File: config.mk
export PLATFORM = sky130hd
export DESIGN_NAME = mem_subsys_top
export DESIGN_NICKNAME = d
export VERILOG_FILES = /design/src/design/procyon_mem_pkg.sv /design/src/design/wb_if.sv /design/src/design/mem_subsys_top.sv /design/src/design/sram_wb.sv /design/src/design/wb_arbiter.sv /design/src/design/mem_store_drain.sv /design/src/design/mem_line_fill.sv
export SDC_FILE = /design/constraint.sdc
export NUM_CORES = 1
export LEC_CHECK = 0
export BUFFER_PORTS_ARGS = -buffer_cell sky130_fd_sc_hd__buf_2
export CORE_MARGIN = 2
export CORE_UTILIZATION = 55
export DETAILED_ROUTE_END_ITERATION = 8
export PLACE_DENSITY_LB_ADDON = 0.1
export SLEW_MARGIN = 20
export SYNTH_ARGS = -nofsm -noshare
export SYNTH_HDL_FRONTEND = slang
export SYNTH_SLANG_ARGS = --single-unit
export TNS_END_PERCENT = 1
File: constraint.sdc
create_clock -name clk -period 4.36 [get_ports clk]
set_clock_uncertainty 0.05 [all_clocks]
set_input_delay 0.218 -clock clk [delete_from_list [all_inputs] [get_ports clk]]
set_output_delay 0.218 -clock clk [all_outputs]
set_load 0.02 [all_outputs]
File: src/design/procyon_mem_pkg.sv
`default_nettype none

package procyon_mem_pkg;

    localparam int WB_ADDR_WIDTH   = 32;
    localparam int WB_DATA_WIDTH   = 16;
    localparam int WB_SEL_WIDTH    = WB_DATA_WIDTH / 8;
    localparam int WB_CTI_WIDTH    = 3;

    localparam int SRAM_ADDR_WIDTH = 20;
    localparam int SRAM_DATA_WIDTH = 16;

    // Wishbone bus fields.
    typedef logic [WB_ADDR_WIDTH-1:0]   wb_addr_t;
    typedef logic [WB_DATA_WIDTH-1:0]   wb_data_t;
    typedef logic [WB_SEL_WIDTH-1:0]    wb_sel_t;

    // SRAM pins, halfword addressed.
    typedef logic [SRAM_ADDR_WIDTH-1:0] sram_addr_t;
    typedef logic [SRAM_DATA_WIDTH-1:0] sram_data_t;

    // Cycle type identifiers, registered feedback subset.
    typedef enum logic [WB_CTI_WIDTH-1:0] {
        WB_CTI_CLASSIC = 3'b000,
        WB_CTI_INCR    = 3'b010,
        WB_CTI_EOB     = 3'b111
    } wb_cti_t;

endpackage : procyon_mem_pkg

`default_nettype wire
File: src/design/wb_if.sv
`timescale 1ns/10ps
`default_nettype none

interface wb_if;

    import procyon_mem_pkg::*;

    logic     cyc;
    logic     stb;
    logic     we;
    wb_cti_t  cti;
    wb_sel_t  sel;
    wb_addr_t addr;
    wb_data_t wdata;
    wb_data_t rdata;
    logic     ack;

    modport master (
        output cyc, stb, we, cti, sel, addr, wdata,
        input  rdata, ack
    );

    modport slave (
        input  cyc, stb, we, cti, sel, addr, wdata,
        output rdata, ack
    );

endinterface : wb_if

`default_nettype wire

File: src/design/mem_subsys_top.sv
`timescale 1ns/10ps
`default_nettype none

module mem_subsys_top #(
    parameter int                        LINE_WORDS     = 4,
    parameter procyon_mem_pkg::wb_addr_t SRAM_BASE_ADDR = '0
) (
    input  logic                            clk,
    input  logic                            i_rst_n,

    // Cache line fill.
    input  logic                            i_fill_req,
    input  procyon_mem_pkg::wb_addr_t       i_fill_addr,
    output logic                            o_fill_valid,
    output procyon_mem_pkg::wb_data_t       o_fill_data,
    output logic [$clog2(LINE_WORDS)-1:0]   o_fill_index,
    output logic                            o_fill_done,
    output logic                            o_fill_busy,

    // Store drain.
    input  logic                            i_store_en,
    input  procyon_mem_pkg::wb_addr_t       i_store_addr,
    input  procyon_mem_pkg::wb_data_t       i_store_data,
    input  procyon_mem_pkg::wb_sel_t        i_store_sel,
    output logic                            o_store_busy,
    output logic                            o_store_done,

    // SRAM pins.
    input  procyon_mem_pkg::sram_data_t     i_sram_dq,
    output procyon_mem_pkg::sram_data_t     o_sram_dq,
    output procyon_mem_pkg::sram_addr_t     o_sram_addr,
    output logic                            o_sram_ce_n,
    output logic                            o_sram_oe_n,
    output logic                            o_sram_we_n,
    output logic                            o_sram_lb_n,
    output logic                            o_sram_ub_n
);

    wb_if fill_bus ();
    wb_if store_bus ();
    wb_if sram_bus ();

    mem_line_fill #(
        .LINE_WORDS(LINE_WORDS)
    ) mem_line_fill_inst (
        .clk(clk),
        .i_rst_n(i_rst_n),
        .i_fill_req(i_fill_req),
        .i_fill_addr(i_fill_addr),
        .bus(fill_bus),
        .o_fill_valid(o_fill_valid),
        .o_fill_data(o_fill_data),
        .o_fill_index(o_fill_index),
        .o_fill_done(o_fill_done),
        .o_fill_busy(o_fill_busy)
    );

    mem_store_drain mem_store_drain_inst (
        .clk(clk),
        .i_rst_n(i_rst_n),
        .i_store_en(i_store_en),
        .i_store_addr(i_store_addr),
        .i_store_data(i_store_data),
        .i_store_sel(i_store_sel),
        .bus(store_bus),
        .o_store_busy(o_store_busy),
        .o_store_done(o_store_done)
    );

    wb_arbiter wb_arbiter_inst (
        .clk(clk),
        .i_rst_n(i_rst_n),
        .fill_bus(fill_bus),
        .store_bus(store_bus),
        .sram_bus(sram_bus)
    );

    sram_wb #(
        .BASE_ADDR(SRAM_BASE_ADDR)
    ) sram_wb_inst (
        .clk(clk),
        .i_rst_n(i_rst_n),
        .bus(sram_bus),
        .i_sram_dq(i_sram_dq),
        .o_sram_dq(o_sram_dq),
        .o_sram_addr(o_sram_addr),
        .o_sram_ce_n(o_sram_ce_n),
        .o_sram_oe_n(o_sram_oe_n),
        .o_sram_we_n(o_sram_we_n),
        .o_sram_lb_n(o_sram_lb_n),
        .o_sram_ub_n(o_sram_ub_n)
    );

endmodule : mem_subsys_top

`default_nettype wire

File: src/design/sram_wb.sv
`timescale 1ns/10ps
`default_nettype none

module sram_wb #(
    parameter procyon_mem_pkg::wb_addr_t BASE_ADDR = '0
) (
    input  logic                        clk,
    input  logic                        i_rst_n,

    wb_if.slave                         bus,

    input  procyon_mem_pkg::sram_data_t i_sram_dq,
    output procyon_mem_pkg::sram_data_t o_sram_dq,
    output procyon_mem_pkg::sram_addr_t o_sram_addr,
    output logic                        o_sram_ce_n,
    output logic                        o_sram_oe_n,
    output logic                        o_sram_we_n,
    output logic                        o_sram_lb_n,
    output logic                        o_sram_ub_n
);

    import procyon_mem_pkg::*;

    typedef enum logic [1:0] {
        S_IDLE,
        S_ACCESS,
        S_RECOVER
    } sram_state_t;

    sram_state_t state;
    wb_addr_t    offset;
    logic        start;

    // Byte offset from the SRAM window base.
    assign offset = bus.addr - BASE_ADDR;
    assign start  = (state == S_IDLE) && bus.cyc && bus.stb;

    always_ff @(posedge clk) begin
        if (!i_rst_n) begin
            state       <= S_IDLE;
            bus.ack     <= 1'b0;
            o_sram_ce_n <= 1'b1;
            o_sram_oe_n <= 1'b1;
            o_sram_we_n <= 1'b1;
            o_sram_lb_n <= 1'b1;
            o_sram_ub_n <= 1'b1;
        end else begin
            case (state)
                S_IDLE: begin
                    if (start) begin
                        state       <= S_ACCESS;
                        o_sram_ce_n <= 1'b0;
                        o_sram_oe_n <= bus.we;
                        o_sram_we_n <= ~bus.we;
                        // Both lanes on reads.
                        o_sram_lb_n <= bus.we ? ~bus.sel[0] : 1'b0;
                        o_sram_ub_n <= bus.we ? ~bus.sel[1] : 1'b0;
                    end
                end
                S_ACCESS: begin
                    state       <= S_RECOVER;
                    bus.ack     <= 1'b1;
                    o_sram_ce_n <= 1'b1;
                    o_sram_oe_n <= 1'b1;
                    o_sram_we_n <= 1'b1;
                    o_sram_lb_n <= 1'b1;
                    o_sram_ub_n <= 1'b1;
                end
                S_RECOVER: begin
                    state   <= S_IDLE;
                    bus.ack <= 1'b0;
                end
                default: state <= S_IDLE;
            endcase
        end
    end

    always_ff @(posedge clk) begin
        if (start) begin
            o_sram_addr <= offset[SRAM_ADDR_WIDTH:1];
            o_sram_dq   <= bus.wdata;
        end
        if (state == S_ACCESS) begin
            bus.rdata <= i_sram_dq;
        end
    end

endmodule : sram_wb

`default_nettype wire

File: src/design/wb_arbiter.sv
`timescale 1ns/10ps
`default_nettype none

module wb_arbiter (
    input  logic clk,
    input  logic i_rst_n,

    wb_if.slave  fill_bus,
    wb_if.slave  store_bus,
    wb_if.master sram_bus
);

    import procyon_mem_pkg::*;

    // last_winner is 1 for the store master; it keeps its value while idle.
    logic owner_vld;
    logic last_winner;
    logic owner_cyc;
    logic grant_store;
    logic fill_sel;
    logic store_sel;

    assign owner_cyc = last_winner ? store_bus.cyc : fill_bus.cyc;

    // On contention the master that lost last time goes first.
    assign grant_store = store_bus.cyc & (~fill_bus.cyc | ~last_winner);

    assign fill_sel  = owner_vld & ~last_winner;
    assign store_sel = owner_vld & last_winner;

    always_ff @(posedge clk) begin
        if (!i_rst_n) begin
            owner_vld   <= 1'b0;
            last_winner <= 1'b0;
        end else if (!owner_vld || !owner_cyc) begin
            owner_vld <= fill_bus.cyc | store_bus.cyc;
            if (fill_bus.cyc || store_bus.cyc) begin
                last_winner <= grant_store;
            end
        end
    end

    always_comb begin
        sram_bus.cyc   = 1'b0;
        sram_bus.stb   = 1'b0;
        sram_bus.we    = 1'b0;
        sram_bus.cti   = WB_CTI_CLASSIC;
        sram_bus.sel   = '0;
        sram_bus.addr  = '0;
        sram_bus.wdata = '0;
        if (fill_sel) begin
            sram_bus.cyc   = fill_bus.cyc;
            sram_bus.stb   = fill_bus.stb;
            sram_bus.we    = fill_bus.we;
            sram_bus.cti   = fill_bus.cti;
            sram_bus.sel   = fill_bus.sel;
            sram_bus.addr  = fill_bus.addr;
            sram_bus.wdata = fill_bus.wdata;
        end else if (store_sel) begin
            sram_bus.cyc   = store_bus.cyc;
            sram_bus.stb   = store_bus.stb;
            sram_bus.we    = store_bus.we;
            sram_bus.cti   = store_bus.cti;
            sram_bus.sel   = store_bus.sel;
            sram_bus.addr  = store_bus.addr;
            sram_bus.wdata = store_bus.wdata;
        end
    end

    // Responses go back to the owner only.
    assign fill_bus.ack    = fill_sel & sram_bus.ack;
    assign fill_bus.rdata  = fill_sel ? sram_bus.rdata : '0;
    assign store_bus.ack   = store_sel & sram_bus.ack;
    assign store_bus.rdata = store_sel ? sram_bus.rdata : '0;

endmodule : wb_arbiter

`default_nettype wire

File: src/design/mem_store_drain.sv
`timescale 1ns/10ps
`default_nettype none

module mem_store_drain (
    input  logic                      clk,
    input  logic                      i_rst_n,

    input  logic                      i_store_en,
    input  procyon_mem_pkg::wb_addr_t i_store_addr,
    input  procyon_mem_pkg::wb_data_t i_store_data,
    input  procyon_mem_pkg::wb_sel_t  i_store_sel,

    wb_if.master                      bus,

    output logic                      o_store_busy,
    output logic                      o_store_done
);

    import procyon_mem_pkg::*;

    typedef enum logic [1:0] {
        S_IDLE,
        S_WRITE,
        S_DONE
    } store_state_t;

    store_state_t state;
    wb_addr_t     addr_q;
    wb_data_t     data_q;
    wb_sel_t      sel_q;

    assign o_store_busy = (state != S_IDLE);
    assign o_store_done = (state == S_DONE);

    // Single classic write cycle.
    assign bus.cyc   = (state == S_WRITE);
    assign bus.stb   = (state == S_WRITE);
    assign bus.we    = 1'b1;
    assign bus.cti   = WB_CTI_CLASSIC;
    assign bus.sel   = sel_q;
    assign bus.addr  = addr_q;
    assign bus.wdata = data_q;

    always_ff @(posedge clk) begin
        if (!i_rst_n) begin
            state <= S_IDLE;
        end else begin
            case (state)
                S_IDLE:  if (i_store_en) state <= S_WRITE;
                S_WRITE: if (bus.ack) state <= S_DONE;
                default: state <= S_IDLE;
            endcase
        end
    end

    always_ff @(posedge clk) begin
        if (state == S_IDLE && i_store_en) begin
            addr_q <= i_store_addr;
            data_q <= i_store_data;
            sel_q  <= i_store_sel;
        end
    end

endmodule : mem_store_drain

`default_nettype wire

File: src/design/mem_line_fill.sv
`timescale 1ns/10ps
`default_nettype none

module mem_line_fill #(
    parameter int LINE_WORDS = 4
) (
    input  logic                            clk,
    input  logic                            i_rst_n,

    input  logic                            i_fill_req,
    input  procyon_mem_pkg::wb_addr_t       i_fill_addr,

    wb_if.master                            bus,

    output logic                            o_fill_valid,
    output procyon_mem_pkg::wb_data_t       o_fill_data,
    output logic [$clog2(LINE_WORDS)-1:0]   o_fill_index,
    output logic                            o_fill_done,
    output logic                            o_fill_busy
);

    import procyon_mem_pkg::*;

    localparam int               IDX_W      = $clog2(LINE_WORDS);
    localparam wb_addr_t         WORD_BYTES = wb_addr_t'(WB_SEL_WIDTH);
    localparam wb_addr_t         LINE_MASK  = ~(wb_addr_t'(LINE_WORDS) * WORD_BYTES - 1'b1);
    localparam logic [IDX_W-1:0] LAST_BEAT  = IDX_W'(LINE_WORDS - 1);

    typedef enum logic {
        S_IDLE,
        S_BURST
    } fill_state_t;

    fill_state_t      state;
    wb_addr_t         addr_q;
    logic [IDX_W-1:0] beat;
    logic             last_beat;

    assign last_beat   = (beat == LAST_BEAT);
    assign o_fill_busy = (state == S_BURST);

    // Read burst, held open until the final ack.
    assign bus.cyc   = (state == S_BURST);
    assign bus.stb   = (state == S_BURST);
    assign bus.we    = 1'b0;
    assign bus.cti   = last_beat ? WB_CTI_EOB : WB_CTI_INCR;
    assign bus.sel   = '1;
    assign bus.addr  = addr_q;
    assign bus.wdata = '0;

    always_ff @(posedge clk) begin
        if (!i_rst_n) begin
            state        <= S_IDLE;
            beat         <= '0;
            o_fill_valid <= 1'b0;
            o_fill_done  <= 1'b0;
        end else begin
            o_fill_valid <= 1'b0;
            o_fill_done  <= 1'b0;
            case (state)
                S_IDLE: begin
                    if (i_fill_req) begin
                        state <= S_BURST;
                        beat  <= '0;
                    end
                end
                S_BURST: begin
                    if (bus.ack) begin
                        o_fill_valid <= 1'b1;
                        o_fill_done  <= last_beat;
                        beat         <= beat + 1'b1;
                        if (last_beat) begin
                            state <= S_IDLE;
                        end
                    end
                end
                default: state <= S_IDLE;
            endcase
        end
    end

    always_ff @(posedge clk) begin
        if (state == S_IDLE && i_fill_req) begin
            addr_q <= i_fill_addr & LINE_MASK;
        end else if (state == S_BURST && bus.ack) begin
            addr_q       <= addr_q + WORD_BYTES;
            o_fill_data  <= bus.rdata;
            o_fill_index <= beat;
        end
    end

endmodule : mem_line_fill

`default_nettype wire

==> flow_metrics.env <==
export IMPL_syn_inst=404
export IMPL_antenna_left=0
export IMPL_status="complete, no violations"
export IMPL_die_area_sq_mm=0.0116
export IMPL_dp_cells=661
export IMPL_fill_cells=655
export IMPL_slew_violations=0
export IMPL_antenna_cells=0
export IMPL_routed_via_density=5.21
export IMPL_wl_per_cell_microns=16.7
export IMPL_die_h_microns=108
export IMPL_final_cells=769
export IMPL_timing_setup_tns_ns=0
export IMPL_drc=0
export IMPL_io_pins=166
export IMPL_peakVddDrop_v=0.000407
export IMPL_drive_above_1_share_pct=28.6
export IMPL_hpwl_microns=7330
export IMPL_p_leak_nw=3.13
export IMPL_die_w_microns=108
export IMPL_critPathKind="flop to flop"
export IMPL_syn_to_final_growth_pct=35.8
export IMPL_rows=37
export IMPL_maxCapViolCount=0
export IMPL_htree_levels=4
export IMPL_tightest_slew_ns=0.958
export IMPL_clk_path_buf_depth=2
export IMPL_async_flop_share_pct=0
export IMPL_grt_use_total_pct=23.7
export IMPL_holdWs_ns=0.340
export IMPL_antenna_found_initial=0
export IMPL_crit_fanout=39
export IMPL_ys_types=50
export IMPL_worstSetupStartpointType="flop"
export IMPL_cts_num_sinks=145
export IMPL_max_slew_margin_pct=36.1
export IMPL_clkLatencyLatePin_ns=0.53
export IMPL_hold_viol_final=0
export IMPL_synth_edf_count=126
export IMPL_grt_ovfl_total=0
export IMPL_nNetsFinal=727
export IMPL_synth_cell_area_sq_mm=0.00590
export IMPL_wl_microns=12900
export IMPL_yosys_warnings=0
export IMPL_cts_made_buffers=17
export IMPL_grt_max_degree=40
export IMPL_path_clk_slew_ns=0.06
export IMPL_arrival_ns=2.80
export IMPL_setup_viol=0
export IMPL_ys_ff_latch=145
export IMPL_grt_pass1_vias=4285
export IMPL_routabilityCongestion=0.759
export IMPL_cts_root_buf="clkbuf_8"
export IMPL_synth_seq_area_share_pct=70.6
export IMPL_vias=4005
export IMPL_core_area_sq_mm=0.0104
export IMPL_drt_pre_antenna_iters=5
export IMPL_final_area_sq_mm=0.00801
export IMPL_synth_avg_cell_area_sq_um=14.6
export IMPL_layout_min_cycle_time_ns=2.70
export IMPL_fin_crit_sh_pct=62.0
export IMPL_syn_nets=511
export IMPL_synth_flop_cell="edfxtp_1"
export IMPL_cts_resized=0
export IMPL_cts_tree="yes"
export IMPL_finish_utilization_pct=77.2
export IMPL_rsz0062_at_grt="no"
export IMPL_grt_pass1_wl_microns=20500
export IMPL_min_path_type="input port to flop"
export IMPL_dpl_instance_area_sq_mm=0.00667
export IMPL_fmax_mhz=370
export IMPL_drtIter0Drc=227
export IMPL_endpoint_kind="flop"
export IMPL_io_buffers=139
export IMPL_power_density_mw_per_mm2=411
export IMPL_start_util_pct=56.9
export IMPL_required_ns=4.46
## cells in the mapped netlist, drive strengths merged (2+ instances only)
master | number | share of area, %
nor2b | 25 | 2.7
o21ai | 17 | 1.4
nand2b | 2 | 0.21
nand3 | 14 | 1.2
a21boi | 2 | 0.25
nor3 | 3 | 0.25
xor2 | 7 | 1.0
or4 | 2 | 0.25
nor4 | 3 | 0.32
nand2 | 31 | 2.0
o21bai | 2 | 0.25
o211a | 2 | 0.34
nor3b | 3 | 0.38
edfxtp | 126 | 64
and4 | 4 | 0.70
clkbuf | 16 | 1.5
a32oi | 3 | 0.45
nand3b | 3 | 0.38
dfxtp | 19 | 6.4
a22oi | 2 | 0.25
nand4 | 8 | 1.1
inv | 5 | 0.32
and3 | 19 | 2.0
and2 | 21 | 2.2
ha | 5 | 1.1
xnor2 | 7 | 1.0
buf | 5 | 0.57
mux2i | 27 | 4.6
a21oi | 2 | 0.17
nor2 | 6 | 0.38
## final timing paths
path                                   start                            endpoint  slack, ns  cells after the start
setup reg to reg   wb_arbiter_inst.owner_vld         sram_wb_inst.o_sram_addr[7]       1.66                      3
hold / removal               i_store_addr[6]    mem_store_drain_inst.bus.addr[6]       0.34                      2
hold reg to reg   mem_line_fill_inst.beat[1]  mem_line_fill_inst.o_fill_index[1]       0.42                      0
setup / recovery   wb_arbiter_inst.owner_vld         sram_wb_inst.o_sram_addr[7]       1.66                      3
## power breakdown
part           switching (mW)  leakage (nW)  internal [mW]
Combinational           0.141          1.54          0.135
Clock                   0.534         0.272          0.860
Sequential             0.0408          1.31           1.58
Total                   0.715          3.13           2.58
## final cells by class
type	count	area, sq um	share of cell area, %
Tap cell	136	170	2.12
Sequential cell	145	4170	52.0
Clock buffer	19	422	5.26
Multi-Input combinational cell	233	1600	20.0
Inverter	5	18.8	0.234
Timing Repair Buffer	218	1490	18.6
Clock inverter	13	144	1.80
## metal layers
metal  vias up  GRT usage (%)  routed length [microns]  share of wire (%)
met3        22           8.17                      723                5.6
met2       133           42.5                     6860                 53
li1       1937              -                        -                  -
met5         -              0                        0                  0
met4         0           8.42                      236                1.8
met1      1913           26.1                     5050                 39
## flip-flops by register name (all words and copies together) (netlist names)
signal,count
mem_store_drain_inst.bus.wdata,16
mem_line_fill_inst.o_fill_done,1
mem_line_fill_inst.bus.cyc,1
sram_wb_inst.o_sram_lb_n,1
sram_wb_inst.o_sram_oe_n,1
sram_wb_inst.state,2
sram_wb_inst.bus.ack,1
mem_line_fill_inst.bus.addr,20
mem_store_drain_inst.bus.addr,20
mem_line_fill_inst.beat,2
sram_wb_inst.o_sram_ce_n,1
mem_store_drain_inst.state,2
sram_wb_inst.o_sram_we_n,1
wb_arbiter_inst.last_winner,1
mem_line_fill_inst.o_fill_valid,1
mem_store_drain_inst.bus.sel,2
sram_wb_inst.o_sram_addr,20
sram_wb_inst.bus.rdata,16
mem_line_fill_inst.o_fill_index,2
sram_wb_inst.o_sram_dq,16
wb_arbiter_inst.owner_vld,1
mem_line_fill_inst.o_fill_data,16
sram_wb_inst.o_sram_ub_n,1
## critical path, stage by stage, from the launching register on
cell	delay [ns]
dfxtp_1	0.51
buf_4	0.39
a21boi_1	0.49
and2_2	0.84
## kinds of logic after synthesis
logic type / after synthesis / share of synthesized area, %
XOR/XNOR: 14 / 2.08
AO/OA/AOI/OAI: 39 / 4.41
adder cells (fa/ha/maj): 5 / 1.06
flip-flops: 145 / 70.6
multiplexers: 27 / 4.58
AND/OR/NAND/NOR: 148 / 14.9
buffers and inverters: 26 / 2.42
## stage by stage
step                      worst slack, ns  total power [mW]
after floorplan                      1.57              1.78
after global placement               1.71              1.86
after detailed placement             1.64              1.87
after CTS                            1.61              3.31
after global routing                 1.44              3.41
final                                1.66              3.29
## cell usage in the layout, fill, tap and decap left out, types with 3 or more instances in the layout
master	instances
mux2i_1	27
nand3b_1	3
dfxtp_1	18
nand2_1	31
edfxtp_1	126
nor3b_1	3
nand3_1	14
dlygate4sd3_1	75
clkinv_1	4
and2_1	20
xnor2_1	7
nor4_1	3
nand4_1	7
ha_1	5
bufinv_16	3
nor3_1	3
o21ai_0	17
inv_1	4
nor2_1	5
buf_4	3
a32oi_1	3
clkbuf_16	16
xor2_1	7
buf_2	139
clkinv_2	3
and3_1	18
nor2b_1	25
## timing repair
| item | CTS | global route |
|---|---|---|
| hold buffers | 75 | 0 |
| buffers inserted | 0 | 0 |
| hold endpoints to repair | 79 | 0 |
Note: power is estimated with default switching activity, not from simulation.
